$ cat src/hw/montPkg.sv
package montPkg;

  // carry-select segment width of the wide adder.
  localparam int segWidth = 64;

  // controller states of the Montgomery loop.
  typedef enum logic [3:0] {
    stIdle,
    stTestA,
    stAddB,
    stWaitB,
    stTestOdd,
    stAddM,
    stWaitM,
    stShift,
    stSubM,
    stWaitSub,
    stFinish
  } montState;

  // adder function.
  typedef enum logic {
    opAdd,
    opSub
  } adderOp;

  // second adder operand.
  typedef enum logic {
    selB,
    selM
  } operandSel;

endpackage

$ cat src/hw/montControl.sv
`timescale 1ns/10ps

module montControl (
  input  logic               clk,
  input  logic               reset,
  input  logic               start,
  input  logic               aBit,
  input  logic               sumOdd,
  input  logic               addDone,
  input  logic               borrow,
  input  logic               lastBit,
  output logic               loadOperands,
  output logic               countLoad,
  output logic               countStep,
  output logic               addStart,
  output montPkg::adderOp    addOp,
  output montPkg::operandSel addSel,
  output logic               takeSum,
  output logic               shiftSum,
  output logic               finalSelect,
  output logic               done,
  output logic               busy
);

  montPkg::montState state;
  montPkg::montState nextState;

  always_ff @(posedge clk) begin
    if (reset) state <= montPkg::stIdle;
    else       state <= nextState;
  end

  always_comb begin
    nextState    = state;
    loadOperands = 1'b0;
    countLoad    = 1'b0;
    countStep    = 1'b0;
    addStart     = 1'b0;
    addOp        = montPkg::opAdd;
    addSel       = montPkg::selB;
    takeSum      = 1'b0;
    shiftSum     = 1'b0;
    finalSelect  = 1'b0;
    case (state)
      montPkg::stIdle: begin
        if (start) begin
          loadOperands = 1'b1;
          countLoad    = 1'b1;
          nextState    = montPkg::stTestA;
        end
      end
      montPkg::stTestA: begin
        // sum is unchanged when b is skipped, so test parity here too.
        if (aBit)        nextState = montPkg::stAddB;
        else if (sumOdd) nextState = montPkg::stAddM;
        else             nextState = montPkg::stShift;
      end
      montPkg::stAddB: begin
        addStart  = 1'b1;
        addSel    = montPkg::selB;
        nextState = montPkg::stWaitB;
      end
      montPkg::stWaitB: begin
        takeSum = addDone;
        if (addDone) nextState = montPkg::stTestOdd;
      end
      montPkg::stTestOdd: begin
        // launch the modulus add straight from the test.
        addStart  = sumOdd;
        addSel    = montPkg::selM;
        nextState = sumOdd ? montPkg::stWaitM : montPkg::stShift;
      end
      montPkg::stAddM: begin
        addStart  = 1'b1;
        addSel    = montPkg::selM;
        nextState = montPkg::stWaitM;
      end
      montPkg::stWaitM: begin
        takeSum = addDone;
        if (addDone) nextState = montPkg::stShift;
      end
      montPkg::stShift: begin
        shiftSum  = 1'b1;
        countStep = 1'b1;
        nextState = lastBit ? montPkg::stSubM : montPkg::stTestA;
      end
      montPkg::stSubM: begin
        addStart  = 1'b1;
        addOp     = montPkg::opSub;
        addSel    = montPkg::selM;
        nextState = montPkg::stWaitSub;
      end
      montPkg::stWaitSub: begin
        addOp       = montPkg::opSub;
        takeSum     = addDone && !borrow; // keep the difference only without borrow.
        finalSelect = addDone;
        if (addDone) nextState = montPkg::stFinish;
      end
      montPkg::stFinish: nextState = montPkg::stIdle;
      default:           nextState = montPkg::stIdle;
    endcase
  end

  assign done = (state == montPkg::stFinish);
  assign busy = (state != montPkg::stIdle);

endmodule

$ cat config.mk
export PLATFORM = sky130hd
export DESIGN_NAME = montControl
export DESIGN_NICKNAME = d
export VERILOG_FILES = /design/src/hw/montPkg.sv /design/src/hw/montControl.sv
export SDC_FILE = /design/constraint.sdc
export NUM_CORES = 1
export LEC_CHECK = 0
export BUFFER_PORTS_ARGS = -buffer_cell sky130_fd_sc_hd__buf_2
export CAP_MARGIN = 0
export CORE_AREA = 2 2 39 41
export CTS_CLUSTER_SIZE = 25
export DETAILED_ROUTE_END_ITERATION = 6
export DIE_AREA = 0 0 41 43
export PLACE_DENSITY = 0.56
export SLEW_MARGIN = 20
export SYNTH_ARGS = -nofsm -noshare
export SYNTH_HDL_FRONTEND = slang
export SYNTH_SLANG_ARGS = --single-unit
$ cat constraint.sdc
create_clock -name clk -period 3.65 [get_ports clk]
set_clock_uncertainty 0.2 [all_clocks]
set_input_delay 0.5475 -clock clk [delete_from_list [all_inputs] [get_ports clk]]
set_output_delay 0.5475 -clock clk [all_outputs]
set_load 0.05 [all_outputs]
==> run summary, run 1 <==
total power: 0.341 mW
clk slew on worst S/H paths: 0.04 ns
H-tree depth: 1
Synth Cell Area: 435 um^2
input/output buffers: 18
Clock power frac: 15.7%
first-pass GRT wire length: 1570 um
DR WL/cell: 10.9 um
Synth cell types: 29
status: finished clean
CP Max Fanout: 11
fillers: 157
post-CTS sizing: 0
Leakage: 0.236 nW
clock tree from TritonCTS: built
number of flip-flops in the largest register: 4
Setup Buffers After CTS: 0
DR vias: 466
type of the tightest min-delay check: in -> reg
largest net degree at the start of global routing: 18
syn nets: 69
Total GRT Usage: 13.0%
post-route minimum period: 2.43 ns
grt ovf: 0
worst setup path end: takeSum
Worst EP required: 2.90 ns
TritonRoute pass-1 iters: 4
Seq/Total Area, Yosys: 18.4%
FF-to-FF path depth: 3
Antenna Nets Post-Route: 0
Critical R2R Launch: state[1]
Net Sw Power: 0.192 mW
CP startpoint: state[3]
clk root buf: clkbuf_4
Peak VDD IR: 0.000190 V
dpl hpwl: 754 um
layout cell share with drive strength beyond 1: 36.0%
switching portion of total power: 56.1%
DRC viols: 0
Hold-fix buffers, CTS: 0
Finish-stage setup viols: 0
Worst Path Class, Setup: reg -> out
Achievable Freq: 0.411 GHz
Ys Warns: 0
r2r endpoint: state[1]
top flop regs: state: 4 flops
die width: 41 um
Mean Syn Cell Area: 7.14 um^2
final instance area: 514 um^2
post-route clock period utilization: 66.7%
nets: 85
unrepaired setup endpoints after global routing: false
vias in the first global route: 399
FP Rows: 14
GPL Wtd Cong: 0.730
power share of the sequential group: 26.3%
Starting DRT DRC Count: 7
core box area: 1380 um^2
final hold violation count: 0
Worst R2R Setup Slack: 2.07 ns
via-per-instance ratio: 5.12
Power Density: 664 nW/um^2
relative slew slack: 62.9%
Placed Area: 492 um^2
post-synthesis cell count: 61
CP Capture Type: primary output
die area: 1760 um^2
Inserted Clock Buffers: 3
io pins: 19
Top reg by flops: state
Fin Setup TNS: 0 ns
worst-case clock buffer depth: 2
Clock Latency Late Sink: 0.23 ns
count of pins over their slew limit: 0
initial core utilization: 31.5%
MaxCap Viol Count: 0
initial antenna violation count: 0
worst-margin pin slew: 0.556 ns
Antenna Cells: 0
Die Y: 43 um
Total Wirelength: 989 um
# clock sinks: 4
power share of the combinational group: 58.0%
WP data arrival: 1.69 ns
nature of the critical path startpoint: flip-flop
Yosys reg bits: 4
Int Pwr: 0.150 mW
Area growth, synth to finish: 18.1%
-- Yosys cell counts (all sizes together) --
master / count / area (um^2)
nor2: 8 / 32.5
buf: 7 / 53.8
nand2: 7 / 28.8
a21oi: 4 / 20.0
dfxtp: 4 / 80.1
o21ai: 4 / 20.0
and3: 3 / 18.8
nor3: 3 / 20.0
a21boi: 2 / 15.0
a22oi: 2 / 15.0
inv: 2 / 7.51
nand2b: 2 / 12.5
nor2b: 2 / 12.5
o211ai: 2 / 15.0
a2111oi: 1 / 15.0
a311oi: 1 / 8.76
nand3: 1 / 5.00
nand3b: 1 / 7.51
nand4: 1 / 6.26
o21bai: 1 / 7.51
o22ai: 1 / 12.5
o31ai: 1 / 12.5
xor2: 1 / 8.76
-- stage by stage --
stage               setup slack (ns)  utilization, %  instances  hold WS (ns)
global placement                1.45            35.5         88         0.473
CTS                             1.20            37.2         91         0.316
detailed placement              1.45            35.5         88         0.470
floorplan                      0.944               -         61         0.353
global route                    1.05            37.2         91         0.330
finish                          1.22            37.2         91         0.321
-- worst max-delay path: stages, from the launching register on --
cell and delay, ns:
dfxtp_1 0.55, inv_1 0.19, nor3_1 0.20, o21ai_1 0.09
a21boi_0 0.14, buf_2 0.28
-- how the worst min path moves through the flow --
| stage | from | endpoint | depth (start not counted) |
|---|---|---|---|
| finish | reset | state[3] | 2 |
| detailed placement | state[3] | state[2] | 1 |
| floorplan | state[3] | state[2] | 2 |
| global placement | state[3] | state[2] | 1 |
| CTS | reset | state[3] | 2 |
| global route | reset | state[2] | 2 |
-- kinds of logic (layout without fill, tap and decap cells) --
logic type | Yosys count | after routing | share of synthesized area, %
compound gates | 19 | 19 | 32.5
xor+xnor | 1 | 1 | 2.01
buf+inv | 9 | 23 | 14.1
flops | 4 | 4 | 18.4
simple gates | 28 | 28 | 33.0
-- power by group through the flow --
stage,Combinational (mW),Clock [mW],Sequential (mW)
after floorplan,0.205,0,0.0596
after global placement,0.198,0,0.0913
after detailed placement,0.198,0,0.0909
after CTS,0.199,0.0575,0.0900
after global routing,0.213,0.0587,0.0944
final,0.198,0.0537,0.0899
-- final cells by class --
| type | instances | area (um^2) | share of cell area [%] |
|---|---|---|---|
| multi-input combinational | 48 | 294 | 57.2 |
| tap | 16 | 20.0 | 3.89 |
| sequential | 4 | 80.1 | 15.6 |
| clock buffer | 3 | 22.5 | 4.38 |
| inverter | 2 | 7.51 | 1.46 |
| timing repair buffer | 18 | 90.1 | 17.5 |
-- per-layer routing --
layer / routed length [um] / global-route usage (%)
met5: 0 / 0
met2: 461 / 21.3
met3: 67 / 1.57
met4: 0 / 8.00
met1: 460 / 15.1
-- cells in the final DEF (no fill, tap or decap), types with 2 or more instances in the layout --
cell type | synthesis | routed
nor3_1 | 2 | 2
inv_1 | 2 | 2
a22oi_1 | 2 | 2
and3_1 | 3 | 3
a21oi_1 | 4 | 4
o21ai_1 | 2 | 2
nand2b_1 | 2 | 2
nor2_1 | 7 | 7
clkbuf_4 | 0 | 3
nor2b_1 | 2 | 2
dfxtp_1 | 4 | 4
nand2_1 | 6 | 6
o211ai_1 | 2 | 2
o21ai_0 | 2 | 2
a21boi_0 | 2 | 2
buf_2 | 1 | 18
(Power assumes the default switching activity.)
==> inputs of run 2 (changes only) <==
==> constraint.sdc (replaced) <==
create_clock -name clk -period 2.5 [get_ports clk]
set_clock_uncertainty 0.2 [all_clocks]
set_input_delay 0.375 -clock clk [delete_from_list [all_inputs] [get_ports clk]]
set_output_delay 0.375 -clock clk [all_outputs]
set_load 0.05 [all_outputs]
==> run summary, run 2 (synthesized netlist as in run 1, its figures left out) <==
final hold violation count: 0
DRC viols: 0
clk slew on worst S/H paths: 0.04 ns
nature of the critical path startpoint: flip-flop
Achievable Freq: 0.452 GHz
gr busiest metal: met1
CP peak stage delay: 0.53 ns
met2 Usage GRT: 17.8%
clk root buf: clkbuf_4
Clock Latency Late Sink: 0.23 ns
vias in the first global route: 378
Total GRT Usage: 13.5%
post-CTS sizing: 0
status: finished clean
type of the tightest min-delay check: in -> reg
Setup Buffers After CTS: 0
largest net degree at the start of global routing: 18
Die Y: 43 um
number of flip-flops in the largest register: 4
Power Density: 974 nW/um^2
DR vias: 461
Worst EP required: 1.92 ns
post-route minimum period: 2.21 ns
cell chain of the critical path: inv_1, nor3_1, o21ai_1, a21boi_1, buf_2
final instance area: 514 um^2
area taken by multi-input logic gates: 294 um^2
Area growth, synth to finish: 18.1%
nets: 85
setup ws final: 0.287 ns
GPL Wtd Cong: 0.772
clock tree from TritonCTS: built
setup slack at placement: 0.543 ns
CP Max Fanout: 11
Top reg by flops: state
CP Capture Type: primary output
MaxCap Viol Count: 0
input/output buffers: 18
first-pass GRT wire length: 1610 um
Leakage: 0.237 nW
fillers: 166
FF-to-FF path depth: 3
dpl hpwl: 767 um
initial antenna violation count: 0
TritonRoute pass-1 iters: 4
H-tree depth: 1
Antenna Cells: 0
DR WL/cell: 11.3 um
grt met1 use: 19.0%
worst-margin pin slew: 0.593 ns
Total Wirelength: 1030 um
total power: 0.501 mW
Hold Crit Depth: 2
relative slew slack: 60.4%
core box area: 1380 um^2
FP Rows: 14
Fin Setup TNS: 0 ns
count of pins over their slew limit: 0
most common cell after layout, fill and taps aside: buf_2
sequential cell area: 80.1 um^2
met3 Track Usage GR: 7.85%
Post-Layout Cell Count: 91
Finish-stage setup viols: 0
WP data arrival: 1.64 ns
Fin Hold WS: 0.151 ns
Inserted Clock Buffers: 3
worst-case clock buffer depth: 2
Placed Area: 492 um^2
post-route clock period utilization: 88.5%
final core utilization: 37.2%
layout cell share with drive strength beyond 1: 36.0%
most frequent cells in the layout: 18 x buf_2, 7 x nor2_1, 6 x nand2_1
die area: 1760 um^2
critical path's slowest cell: dfxtp_1
initial core utilization: 31.5%
via-per-instance ratio: 5.07
Peak VDD IR: 0.000351 V
io pins: 19
Starting DRT DRC Count: 9
Antenna Nets Post-Route: 0
Hold-fix buffers, CTS: 0
# clock sinks: 4
top flop regs: state: 4 flops
grt ovf: 0
Worst Path Class, Setup: reg -> out
unrepaired setup endpoints after global routing: false
placed cell count: 88
die width: 41 um
-- run 2: routing by layer --
metal,share of wire [%],vias up
met3,4.8,0
met2,45,12
met1,50,205
li1,-,244
met4,0,0
met5,0,-
-- run 2: critical path, delay by kind of cell (launching register included) --
| family | cells | cell delay (ns) |
|---|---|---|
| flip-flops | 1 | 0.53 |
| AND/OR/NAND/NOR | 1 | 0.21 |
| AO/OA/AOI/OAI | 2 | 0.20 |
| buffers and inverters | 2 | 0.47 |
-- run 2: area by class of cell --
type	count	share of cell area, %
inverter	2	1.46
multi-input combinational	48	57.2
clock buffer	3	4.38
tap	16	3.89
sequential	4	15.6
timing repair buffer	18	17.5
-- run 2: power breakdown --
part | internal (mW) | total, mW | switching [mW] | leakage (nW)
sequential | 0.0786 | 0.133 | 0.0548 | 0.0328
clock | 0.0536 | 0.0783 | 0.0247 | 0.0138
combinational | 0.0869 | 0.289 | 0.202 | 0.190
-- run 2: path summary, 6_finish.rpt --
check / from / endpoint / slack (ns)
worst max register to register: state[1] / state[1] / 0.88
worst max-delay path: state[3] / takeSum / 0.29
worst min-delay path: reset / state[3] / 0.15
worst min register to register: state[3] / state[2] / 0.47
