`config.mk`:
```
export PLATFORM = sky130hd
export DESIGN_NAME = bitCounter
export DESIGN_NICKNAME = d
export VERILOG_FILES = /design/src/hw/bitCounter.sv
export SDC_FILE = /design/constraint.sdc
export NUM_CORES = 1
export LEC_CHECK = 0
export BUFFER_PORTS_ARGS = -buffer_cell sky130_fd_sc_hd__buf_2
export CORE_AREA = 2 2 39 41
export CTS_BUF_LIST = sky130_fd_sc_hd__clkbuf_8 sky130_fd_sc_hd__clkbuf_16
export DETAILED_ROUTE_END_ITERATION = 7
export DIE_AREA = 0 0 41 43
export PLACE_DENSITY = 0.65
export SYNTH_ARGS = -nofsm -noshare
export SYNTH_HDL_FRONTEND = slang
export SYNTH_SLANG_ARGS = --single-unit
```
`constraint.sdc`:
```
create_clock -name clk -period 5.3 [get_ports clk]
set_clock_uncertainty 0.1 [all_clocks]
set_input_delay 0.265 -clock clk [delete_from_list [all_inputs] [get_ports clk]]
set_output_delay 0.265 -clock clk [all_outputs]
set_load 0.1 [all_outputs]
```
`src/hw/bitCounter.sv`:
```
`timescale 1ns/10ps

module bitCounter #(
  parameter int width = 1024
) (
  input  logic clk,
  input  logic reset,
  input  logic countLoad,
  input  logic countStep,
  output logic lastBit
);

  localparam int cntWidth = $clog2(width + 1);

  logic [cntWidth-1:0] count; // iterations still to run.

  always_ff @(posedge clk) begin
    if (reset) begin
      count <= '0;
    end else if (countLoad) begin
      count <= cntWidth'(width);
    end else if (countStep && count != '0) begin
      count <= count - 1'b1;
    end
  end

  // high for the whole final iteration.
  assign lastBit = (count == cntWidth'(1));

endmodule

```
==> results of run 1 <==
[per-stage QoR]
| stage | total power, mW | std cells |
|---|---|---|
| final | 0.267 | 97 |
| after detailed placement | 0.184 | 93 |
| after floorplan | 0.167 | 74 |
| after global routing | 0.282 | 97 |
| after CTS | 0.267 | 97 |
| after global placement | 0.184 | 93 |
[per-layer routing]
metal | wire length (um) | part of all wire
met1 | 629 | 0.52
met2 | 510 | 0.42
met3 | 33 | 0.027
met4 | 36 | 0.030
met5 | 0 | 0
[cells in the mapped netlist, drive strengths merged, types with 2 or more instances]
master and count:
dfxtp 11, nand2 7, a21oi 6, nor2 6, inv 4, nor3 4, ha 3, o31ai 3
or2 3, or3 3, or4 3, mux2i 2, nand3 2, o21ai 2
[area by class of cell]
type | instances | area, um^2
clock buffer | 3 | 41.3
fill | 133 | 674
multi-input combinational | 58 | 389
inverter | 4 | 15.0
tap | 16 | 20.0
timing repair buffer | 4 | 20.0
clock inverter | 1 | 3.75
sequential | 11 | 220
[critical path, cell delays in order (launching register included)]
cell and delay (ns):
sky130_fd_sc_hd__dfxtp_1 0.35, sky130_fd_sc_hd__or4_4 0.57, sky130_fd_sc_hd__nor2_1 0.21, sky130_fd_sc_hd__and3_1 0.18
sky130_fd_sc_hd__buf_2 0.42
[cell families after synthesis]
| kind of cell | Yosys count | synth area share |
|---|---|---|
| xor gates and xnor gates | 2 | 0.0279 |
| DFF | 11 | 0.351 |
| and+or+nand+nor | 36 | 0.335 |
| AOI/OAI and AO/OA | 15 | 0.165 |
| muxes | 2 | 0.0319 |
| buffers and inverters | 5 | 0.0299 |
| adders and majority gates | 3 | 0.0598 |
[worst paths after layout]
check         endpoint  slack, ns
max            lastBit       2.96
min          count[10]       0.12
max reg2reg   count[9]       3.33
min reg2reg   count[1]       0.38
[placed cells by master (no fill, tap or decap), drive strengths merged]
master / count
nor4b: 1
o21ai: 2
or4b: 1
buf: 4
nand3: 2
a21oi: 6
nor2: 6
o2111ai: 1
or3b: 1
nand2b: 1
nor4: 1
mux2i: 2
or4: 3
and4: 1
a211oi: 1
o41ai: 1
clkbuf: 3
or3: 3
a311oi: 1
or2: 3
o31ai: 3
xnor2: 1
xor2: 1
ha: 3
nor3: 4
and3: 1
nand2: 7
dfxtp: 11
inv: 5
and4bb: 1
[power by group]
group | switching [mW] | internal (mW) | leakage, nW | total, mW
Combinational | 0.0466 | 0.0361 | 0.176 | 0.0827
Sequential | 0.00971 | 0.0911 | 0.0898 | 0.101
Clock | 0.0322 | 0.0509 | 0.0269 | 0.0831
Total | 0.0886 | 0.178 | 0.292 | 0.267
==> impl_results.md, run 1 <==
- Proportion of layout cells with a drive suffix above 1: 0.160
- Top achievable clock speed: 428 MHz
- Sequential cell area fraction in the yosys report: 0.351
- Registers with the most flip-flops: count: 11 flops
- Final Wtd Congestion: 0.801
- PwrDens: 376 nW/um^2
- Per-cell routed wire length: 12.5 um
- Crit path arrival time: 1.97 ns
- Final wirelength: 1.21 mm
- Pin slew with the least headroom to its limit: 0.528 ns
- Residual DRC: 0
- Hold Path Depth: 2
- Worst flop-to-flop path startpoint: count[0]
- First-pass GRT wire length: 2.05 mm
- Portion of synthesized cell area occupied by the leading cell type: 0.351
- Peak-usage layer in the global routing report: met1
- Cell chosen for the clock root: sky130_fd_sc_hd__clkbuf_8
- Overall via count from detail_route: 546
- Worst voltage drop across the vdd grid: 0.000186 V
- Vias per std cell: 5.63
- Number of detailed-routing iterations run before antenna repair: 4
- Final worst hold slack: 0.120 ns
- Post-Route Utilization: 0.513
- Number of enable-type register cells in the synthesized netlist: 0
- Number of flip-flops under the largest register name: 11
- Critical path data required time: 4.93 ns
- Number of synthesis warnings: 0
- Synth area leaders: sky130_fd_sc_hd__dfxtp_1 35%, sky130_fd_sc_hd__ha_1 6.0%, sky130_fd_sc_hd__a21oi_1 4.8%, sky130_fd_sc_hd__nand2_1 4.2%, sky130_fd_sc_hd__nor2_1 3.6%
- GR met2 Demand/Resource: 0.228
- Headroom to the max-slew limit: 0.643
- Final Hold Vio Count: 0
- CTS Buffer Depth: 2
- Syn nets: 81
- Level count of the clock H-tree: 1
- Area of the die: 1760 um^2
- Number of global-route vias before repair: 495
- Cts-stage hold buffer count: 0
- Worst min-delay path startpoint: reset
- Post-route setup slack: 2.96 ns
- TritonCTS clock tree: yes
- Number of buffer cells added on primary ports: 4
- Leading area contributor after synthesis: sky130_fd_sc_hd__dfxtp_1
- Die extent in y: 43 um
- Clock transition at path regs: 0.05 ns
- Average cell area after synthesis: 8.49 um^2
- Type of element launching the critical path: flop
- Main synth FF type: sky130_fd_sc_hd__dfxtp_1
- Max-cap violations: 0
- Final ANT Viol Nets: 0
- Post-synth design cell area: 628 um^2
- Synthesized instance count: 74
- Effective utilization at floorplan: 0.454
- Category of the worst setup path capture point: output port
- Gr ovfl total: 0
- Proportion of synthesized flip-flops having asynchronous set or reset: 0
- Number of buffers added by the clock tree synthesis step: 3
- Maximum number of pins on one net before global-route repair: 10
- Critical-path maximum fanout: 7
- Final Slew Violations: 0
- Area after DPL: 664 um^2
- Initial antenna violation count: 0
- Post-route setup TNS: 0 ns
- Distinct cell type count of the synthesized netlist: 31
- Core Box Area: 1380 um^2
- Pre-CTS worst setup slack: 3.21 ns
- Area of all placed cells without fillers: 709 um^2
- Unrepaired setup endpoints after global routing: false
- DRC violation total after the first TritonRoute iteration: 14
- Setup crit start: count[4]
- Antenna Cells: 0
- Crit path kind: reg -> out
- R2R depth: 4
- Met1 GRT Util: 0.248
- # IOs: 5
- Clk sink count: 11
- Leak Pwr: 0.292 nW
- Number of storage elements in the synthesis netlist: 11
- Horizontal extent of the die: 41 um
- Final setup vio count: 0
- Final Critical Period: 2.34 ns
- Top register by number of flip-flops: count
- GR Util All Layers: 0.175
- Nets: 89
- Half-perimeter wire length after placement: 922 um
- Class of the tightest hold or removal check: in -> reg
- Post-route clock period utilization: 0.441
- Layout overhead on the synthesized area: 12.9%
- Number of buffers inserted to repair setup after CTS: 0
- Number of standard-cell rows in the floorplan: 14
- Number of instances resized during post-cts repair: 0
- Skew-Pair Late Insertion Delay: 0.24 ns
- Global routing usage on met3: 0.0471
- Outcome: finished, final reports clean
Note: power is estimated with default switching activity, not from simulation.
==> inputs of run 2 (changes only) <==
ABC_AREA = 1   (was default)
PLACE_DENSITY = 0.68   (was 0.65)
clock period = 2.2 ns   (was 5.3 ns; I/O delays follow)
==> run 2 against run 1 <==
Setup slack worse by 2.6 ns. Non-clock buffer count did not move. Critical path type unchanged. Register-to-register slack lost 2.7 ns. Cell area up 6.5%. Die area did not move. Largest power group is now combinational logic. Hold slack got worse by 0.12 ns. Via count is 14% higher.
==> impl_results.md, run 2 <==
- Min-Delay Endpoint: count[10]
- Worst voltage drop across the vdd grid: 0.000457 V
- Number of buffers added by the clock tree synthesis step: 3
- Vias per std cell: 4.88
- Sequential cell area fraction in the yosys report: 0.330
- Leading area contributor after synthesis: sky130_fd_sc_hd__dfxtp_1
- Highest cell delay on the worst timing path: 0.46 ns
- # IOs: 5
- Final Critical Period: 1.81 ns
- Die extent in y: 43 um
- Hold Path Depth: 4
- Synth area leaders: sky130_fd_sc_hd__dfxtp_1 33%, sky130_fd_sc_hd__nand2_1 14%, sky130_fd_sc_hd__inv_1 10%, sky130_fd_sc_hd__nor2_1 9.0%, sky130_fd_sc_hd__a21oi_1 6.8%
- Top register by number of flip-flops: count
- Registers with the most flip-flops: count: 11 flops
- Number of flip-flops under the largest register name: 11
- Class of the tightest hold or removal check: in -> reg
- Ranking of synthesized cells by instance count: 24 x sky130_fd_sc_hd__nand2_1, 18 x sky130_fd_sc_hd__inv_1, 16 x sky130_fd_sc_hd__nor2_1
- Residual DRC: 0
- Core Box Area: 1380 um^2
- Post-route setup TNS: 0 ns
- DRC violation total after the first TritonRoute iteration: 19
- Top achievable clock speed: 553 MHz
- WP buf/inv: 1
- Nets: 119
- Endpoint of the lowest-slack register-to-register path: count[1]
- Half-perimeter wire length after placement: 945 um
- Portion of synthesized cell area occupied by the leading cell type: 0.330
- Initial antenna violation count: 0
- Effective utilization at floorplan: 0.482
- Number of buffer cells added on primary ports: 4
- Final ANT Viol Nets: 0
- Layout overhead on the synthesized area: 13.3%
- Number of fillers in the final layout: 149
- PwrDens: 918 nW/um^2
- Final setup vio count: 0
- Number of detailed-routing iterations run before antenna repair: 4
- Post-route clock period utilization: 0.822
- Post-synth design cell area: 667 um^2
- Clk sink count: 11
- Max-cap violations: 0
- Final wirelength: 1.21 mm
- Area of the die: 1760 um^2
- Main synth FF type: sky130_fd_sc_hd__dfxtp_1
- Worst min-delay path startpoint: reset
- Final worst hold slack: 0.00431 ns
- Skew-Pair Late Insertion Delay: 0.24 ns
- Number of enable-type register cells in the synthesized netlist: 0
- Critical-path maximum fanout: 4
- Overall via count from detail_route: 620
- Final Wtd Congestion: 0.831
- Outcome: finished, final reports clean
- Level count of the clock H-tree: 1
- Number of synthesis warnings: 0
- Crit path kind: reg -> out
- Gr ovfl total: 0
- Slack of the worst reg-to-reg path: 0.60 ns
- Antenna Cells: 0
- Category of the worst setup path capture point: output port
- R2R depth: 9
- Type of element launching the critical path: flop
- Worst flop-to-flop path startpoint: count[0]
- Number of standard-cell rows in the floorplan: 14
- Number of buffers inserted to repair setup after CTS: 0
- Number of instances resized during post-cts repair: 0
- Maximum number of pins on one net before global-route repair: 15
- GR Util All Layers: 0.181
- Average cell area after synthesis: 6.41 um^2
- Cts-stage hold buffer count: 0
- Most common library cell in the layout ignoring fill and taps: sky130_fd_sc_hd__nand2_1
- Final Hold Vio Count: 0
- Number of storage elements in the synthesis netlist: 11
- Unrepaired setup endpoints after global routing: false
- Critical path's slowest cell: sky130_fd_sc_hd__buf_2
- Worst-path cell chain: nor2_1, nand2_1, nor4b_4, buf_2
- CTS Buffer Depth: 2
- Critical path data required time: 1.99 ns
- Pin slew with the least headroom to its limit: 0.484 ns
- Synthesized instance count: 104
- Leak Pwr: 0.382 nW
- Distinct cell type count of the synthesized netlist: 19
- Number of global-route vias before repair: 515
- Clock transition at path regs: 0.05 ns
- Cell chosen for the clock root: sky130_fd_sc_hd__clkbuf_8
- Proportion of synthesized flip-flops having asynchronous set or reset: 0
- Proportion of layout cells with a drive suffix above 1: 0.108
- Headroom to the max-slew limit: 0.680
- Final Slew Violations: 0
- TritonCTS clock tree: yes
- Crit path arrival time: 1.60 ns
- Cell family contributing the most delay on the critical path: simple AND/OR/NAND/NOR gates
- First-pass GRT wire length: 2.13 mm
- Syn nets: 111
- Commonest cells after routing, fill and taps aside: 24 x sky130_fd_sc_hd__nand2_1, 19 x sky130_fd_sc_hd__inv_1, 16 x sky130_fd_sc_hd__nor2_1, 11 x sky130_fd_sc_hd__dfxtp_1, 9 x sky130_fd_sc_hd__a21oi_1
- Per-cell routed wire length: 9.54 um
- Horizontal extent of the die: 41 um
- Most common cell in the synthesized netlist: sky130_fd_sc_hd__nand2_1
-- run 2: cell types whose count changed in the layout (fill, tap and decap cells not counted), sizes merged, moves of 5 or more --
cell / previous run / this run
o21ai: 2 / 7
nand2: 7 / 26
nor2: 6 / 18
inv: 5 / 19
-- run 2: how the worst max path moves through the flow --
stage | start | to | slack, ns | cells past startpoint
2_1_floorplan | count[6] | lastBit | 0.34 | 3
3_5_place_dp | count[0] | count[1] | 0.61 | 9
4_1_cts | count[6] | lastBit | 0.38 | 4
6_report | count[6] | lastBit | 0.39 | 4
5_1_grt | count[6] | lastBit | 0.30 | 4
3_3_place_gp | count[0] | count[1] | 0.65 | 9
-- run 2: cell families (layout without fill, tap and decap cells) --
family,Yosys count,in the layout,share of synthesized area
adder cells (fa/ha/maj),3,3,0.0563
XOR/XNOR,2,2,0.0263
flip-flops,11,11,0.330
AO/OA/AOI/OAI,16,16,0.120
buffers and inverters,19,26,0.118
AND/OR/NAND/NOR,53,53,0.349
-- run 2: final cells by class --
cell class | count | area (um^2) | area share
clock buffer | 3 | 41.3 | 0.0546
clock inverter | 1 | 3.75 | 0.00497
inverter | 18 | 67.6 | 0.0894
multi-input combinational | 74 | 383 | 0.507
sequential | 11 | 220 | 0.291
tap | 16 | 20.0 | 0.0265
timing repair buffer | 4 | 20.0 | 0.0265
-- run 2: through the flow --
step	utilization	std cells	power, mW	area [um^2]	worst slack, ns
finish	0.546	127	0.694	756	0.392
global route	0.546	127	0.745	756	0.304
CTS	0.546	127	0.697	756	0.384
detailed placement	0.514	123	0.496	711	0.611
global placement	0.514	123	0.497	711	0.646
floorplan	-	104	0.459	682	0.340
-- run 2: metal layers --
layer,track usage,share of wire,up-vias
met5,0,0,-
met4,0.100,0.025,0
met3,0.0314,0.059,5
met2,0.256,0.46,16
met1,0.250,0.46,262
li1,-,-,337
-- run 2: where the power goes --
group / internal [mW] / total, mW / switching (mW)
clock: 0.123 / 0.202 / 0.0789
combinational: 0.0867 / 0.254 / 0.168
sequential: 0.220 / 0.238 / 0.0180
total: 0.429 / 0.694 / 0.264
-- run 2: worst reg2reg max path: cells and delay by family (launching register included) --
family | cells | cell delay (ns)
AO/OA/AOI/OAI | 2 | 0.21
adder cells (fa/ha/maj) | 1 | 0.18
buffers and inverters | 3 | 0.35
flip-flops | 1 | 0.32
AND/OR/NAND/NOR | 3 | 0.32
==> inputs of run 3 (changes only) <==
clock period = 1.7 ns   (was 2.2 ns; I/O delays follow)
==> run 3 against run 2 <==
Final cell count rose by 0.79%. Routed wire length up 7.8%. Sequential share of layout area down 1.2 points. Clock-buffer cell count stayed put. Cell area grew 5.6%. Critical endpoint unchanged.
==> impl_results.md, run 3 (same netlist as run 2, synthesis figures left out) <==
- Vias per std cell: 4.86
- Skew-Pair Late Insertion Delay: 0.24 ns
- Critical-path maximum fanout: 4
- Die extent in y: 43 um
- Overall via count from detail_route: 622
- Final setup vio count: 0
- Register area: 223 um^2
- DRC violation total after the first TritonRoute iteration: 16
- Outcome: finished, final reports clean
- R2R depth: 9
- Final Critical Period: 1.56 ns
- Residual DRC: 0
- Registers with the most flip-flops: count: 11 flops
- Non-filler instance count after layout: 128
- Area used by multi-input combinational logic: 398 um^2
- Number of fillers in the final layout: 137
- Crit path kind: reg -> out
- Area of all placed cells without fillers: 798 um^2
- Area after DPL: 741 um^2
- Top achievable clock speed: 642 MHz
- Type of element launching the critical path: flop
- Class of the tightest hold or removal check: in -> reg
- Proportion of layout cells with a drive suffix above 1: 0.179
- CTS Buffer Depth: 2
- Antenna Cells: 0
- Horizontal extent of the die: 41 um
- Nets: 120
- Most common library cell in the layout ignoring fill and taps: sky130_fd_sc_hd__nand2_1
- Number of buffer cells added on primary ports: 4
- Power consumption: 0.919 mW
- Slack of the worst reg-to-reg path: 0.22 ns
- Worst flop-to-flop path startpoint: count[0]
- Leak Pwr: 0.393 nW
- Final Hold Vio Count: 0
- Number of global-route vias before repair: 536
- Min-Delay Endpoint: count[10]
- Effective utilization at floorplan: 0.482
- Number of detailed-routing iterations run before antenna repair: 4
- PwrDens: 1150 nW/um^2
- Core Box Area: 1380 um^2
- Gr ovfl total: 0
- Max-cap violations: 0
- Pin slew with the least headroom to its limit: 0.330 ns
- Number of standard-cell rows in the floorplan: 14
- Post-route clock period utilization: 0.916
- Endpoint of the lowest-slack register-to-register path: count[1]
- Final Slew Violations: 0
- Routed met1 length: 627 um
- Critical path data required time: 1.51 ns
- Total met3 wirelength after detailed routing: 65 um
- First-pass GRT wire length: 2.12 mm
- Post-Route Utilization: 0.577
- Setup crit start: count[4]
- Clk sink count: 11
- GR Util All Layers: 0.181
- Cell chosen for the clock root: sky130_fd_sc_hd__clkbuf_8
- Category of the worst setup path capture point: output port
- Worst voltage drop across the vdd grid: 0.000579 V
- Number of buffers added by the clock tree synthesis step: 3
- Unrepaired setup endpoints after global routing: false
- Number of buffers inserted to repair setup after CTS: 0
- Clock transition at path regs: 0.05 ns
- Worst min-delay path startpoint: countLoad
- Headroom to the max-slew limit: 0.779
- Maximum number of pins on one net before global-route repair: 15
- Per-cell routed wire length: 10.2 um
- Final worst hold slack: 0.0308 ns
- Top register by number of flip-flops: count
- Met2 routed wirelength: 606 um
- Half-perimeter wire length after placement: 997 um
- Hold Path Depth: 5
- Initial antenna violation count: 0
- TritonCTS clock tree: yes
- Final Wtd Congestion: 0.819
- Highest metal layer with signal wires: met4
- Commonest cells after routing, fill and taps aside: 23 x sky130_fd_sc_hd__nand2_1, 17 x sky130_fd_sc_hd__inv_1, 13 x sky130_fd_sc_hd__nor2_1, 9 x sky130_fd_sc_hd__a21oi_1, 9 x sky130_fd_sc_hd__dfxtp_1
- Final wirelength: 1.31 mm
- Layout overhead on the synthesized area: 19.7%
- Number of flip-flops under the largest register name: 11
- Final ANT Viol Nets: 0
- # IOs: 5
- Crit path arrival time: 1.37 ns
- Area of the die: 1760 um^2
- Level count of the clock H-tree: 1
- Placed Cells incl. Taps: 123
-- run 3: cell types whose count changed in the layout (fill, tap and decap cells not counted) --
cell	delta
sky130_fd_sc_hd__buf_12	+1
sky130_fd_sc_hd__dfxtp_1	-2
sky130_fd_sc_hd__dfxtp_2	+2
sky130_fd_sc_hd__nor2_2	+2
sky130_fd_sc_hd__buf_2	-1
sky130_fd_sc_hd__nor2_4	+1
sky130_fd_sc_hd__nor2_1	-3
sky130_fd_sc_hd__dlygate4sd3_1	+1
sky130_fd_sc_hd__inv_2	+2
sky130_fd_sc_hd__nand2_2	+1
sky130_fd_sc_hd__inv_1	-2
sky130_fd_sc_hd__nand2_1	-1
-- run 3: what timing repair did --
action	in CTS	in global routing
hold buffers	1	0
endpoints found under the hold margin	1	0
gates resized for setup	0	3
setup endpoints to repair	0	4
-- run 3: area by class of cell --
cell class / count / area share
clock buffer: 3 / 0.0517
clock inverter: 1 / 0.00470
inverter: 18 / 0.0846
multi-input combinational: 74 / 0.498
sequential: 11 / 0.279
tap: 16 / 0.0251
timing repair buffer: 5 / 0.0564
-- run 3: power by group --
| part | internal, mW | switching, mW | total (mW) |
|---|---|---|---|
| Clock | 0.159 | 0.0997 | 0.258 |
| Sequential | 0.286 | 0.0291 | 0.315 |
| Combinational | 0.125 | 0.222 | 0.346 |
-- run 3: worst max-delay path, stage by stage, from the launching register on --
cell	delay (ns)
sky130_fd_sc_hd__dfxtp_1	0.36
sky130_fd_sc_hd__nor2_2	0.14
sky130_fd_sc_hd__nand2_2	0.09
sky130_fd_sc_hd__nor4b_4	0.33
sky130_fd_sc_hd__buf_12	0.21
-- run 3: worst max path at each step --
| stage | slack [ns] | to | cells past startpoint |
|---|---|---|---|
| after global routing | 0.06 | count[1] | 8 |
| after global placement | 0.14 | count[1] | 9 |
| after floorplan | -0.12 | lastBit | 3 |
| final | 0.14 | lastBit | 4 |
| after CTS | 0.08 | count[1] | 9 |
| after detailed placement | 0.1 | count[1] | 9 |
-- run 3: layer usage --
metal	vias up	GRT usage
li1	340	-
met1	268	0.238
met2	12	0.247
met3	2	0.0681
met4	0	0.100
met5	-	0
-- run 3: per-stage QoR --
step | worst slack, ns | TNS [ns]
6_report | 0.143 | 0
5_1_grt | 0.0575 | 0
4_1_cts | 0.0756 | 0
3_5_place_dp | 0.0964 | 0
3_3_place_gp | 0.143 | 0
2_1_floorplan | -0.121 | -0.121
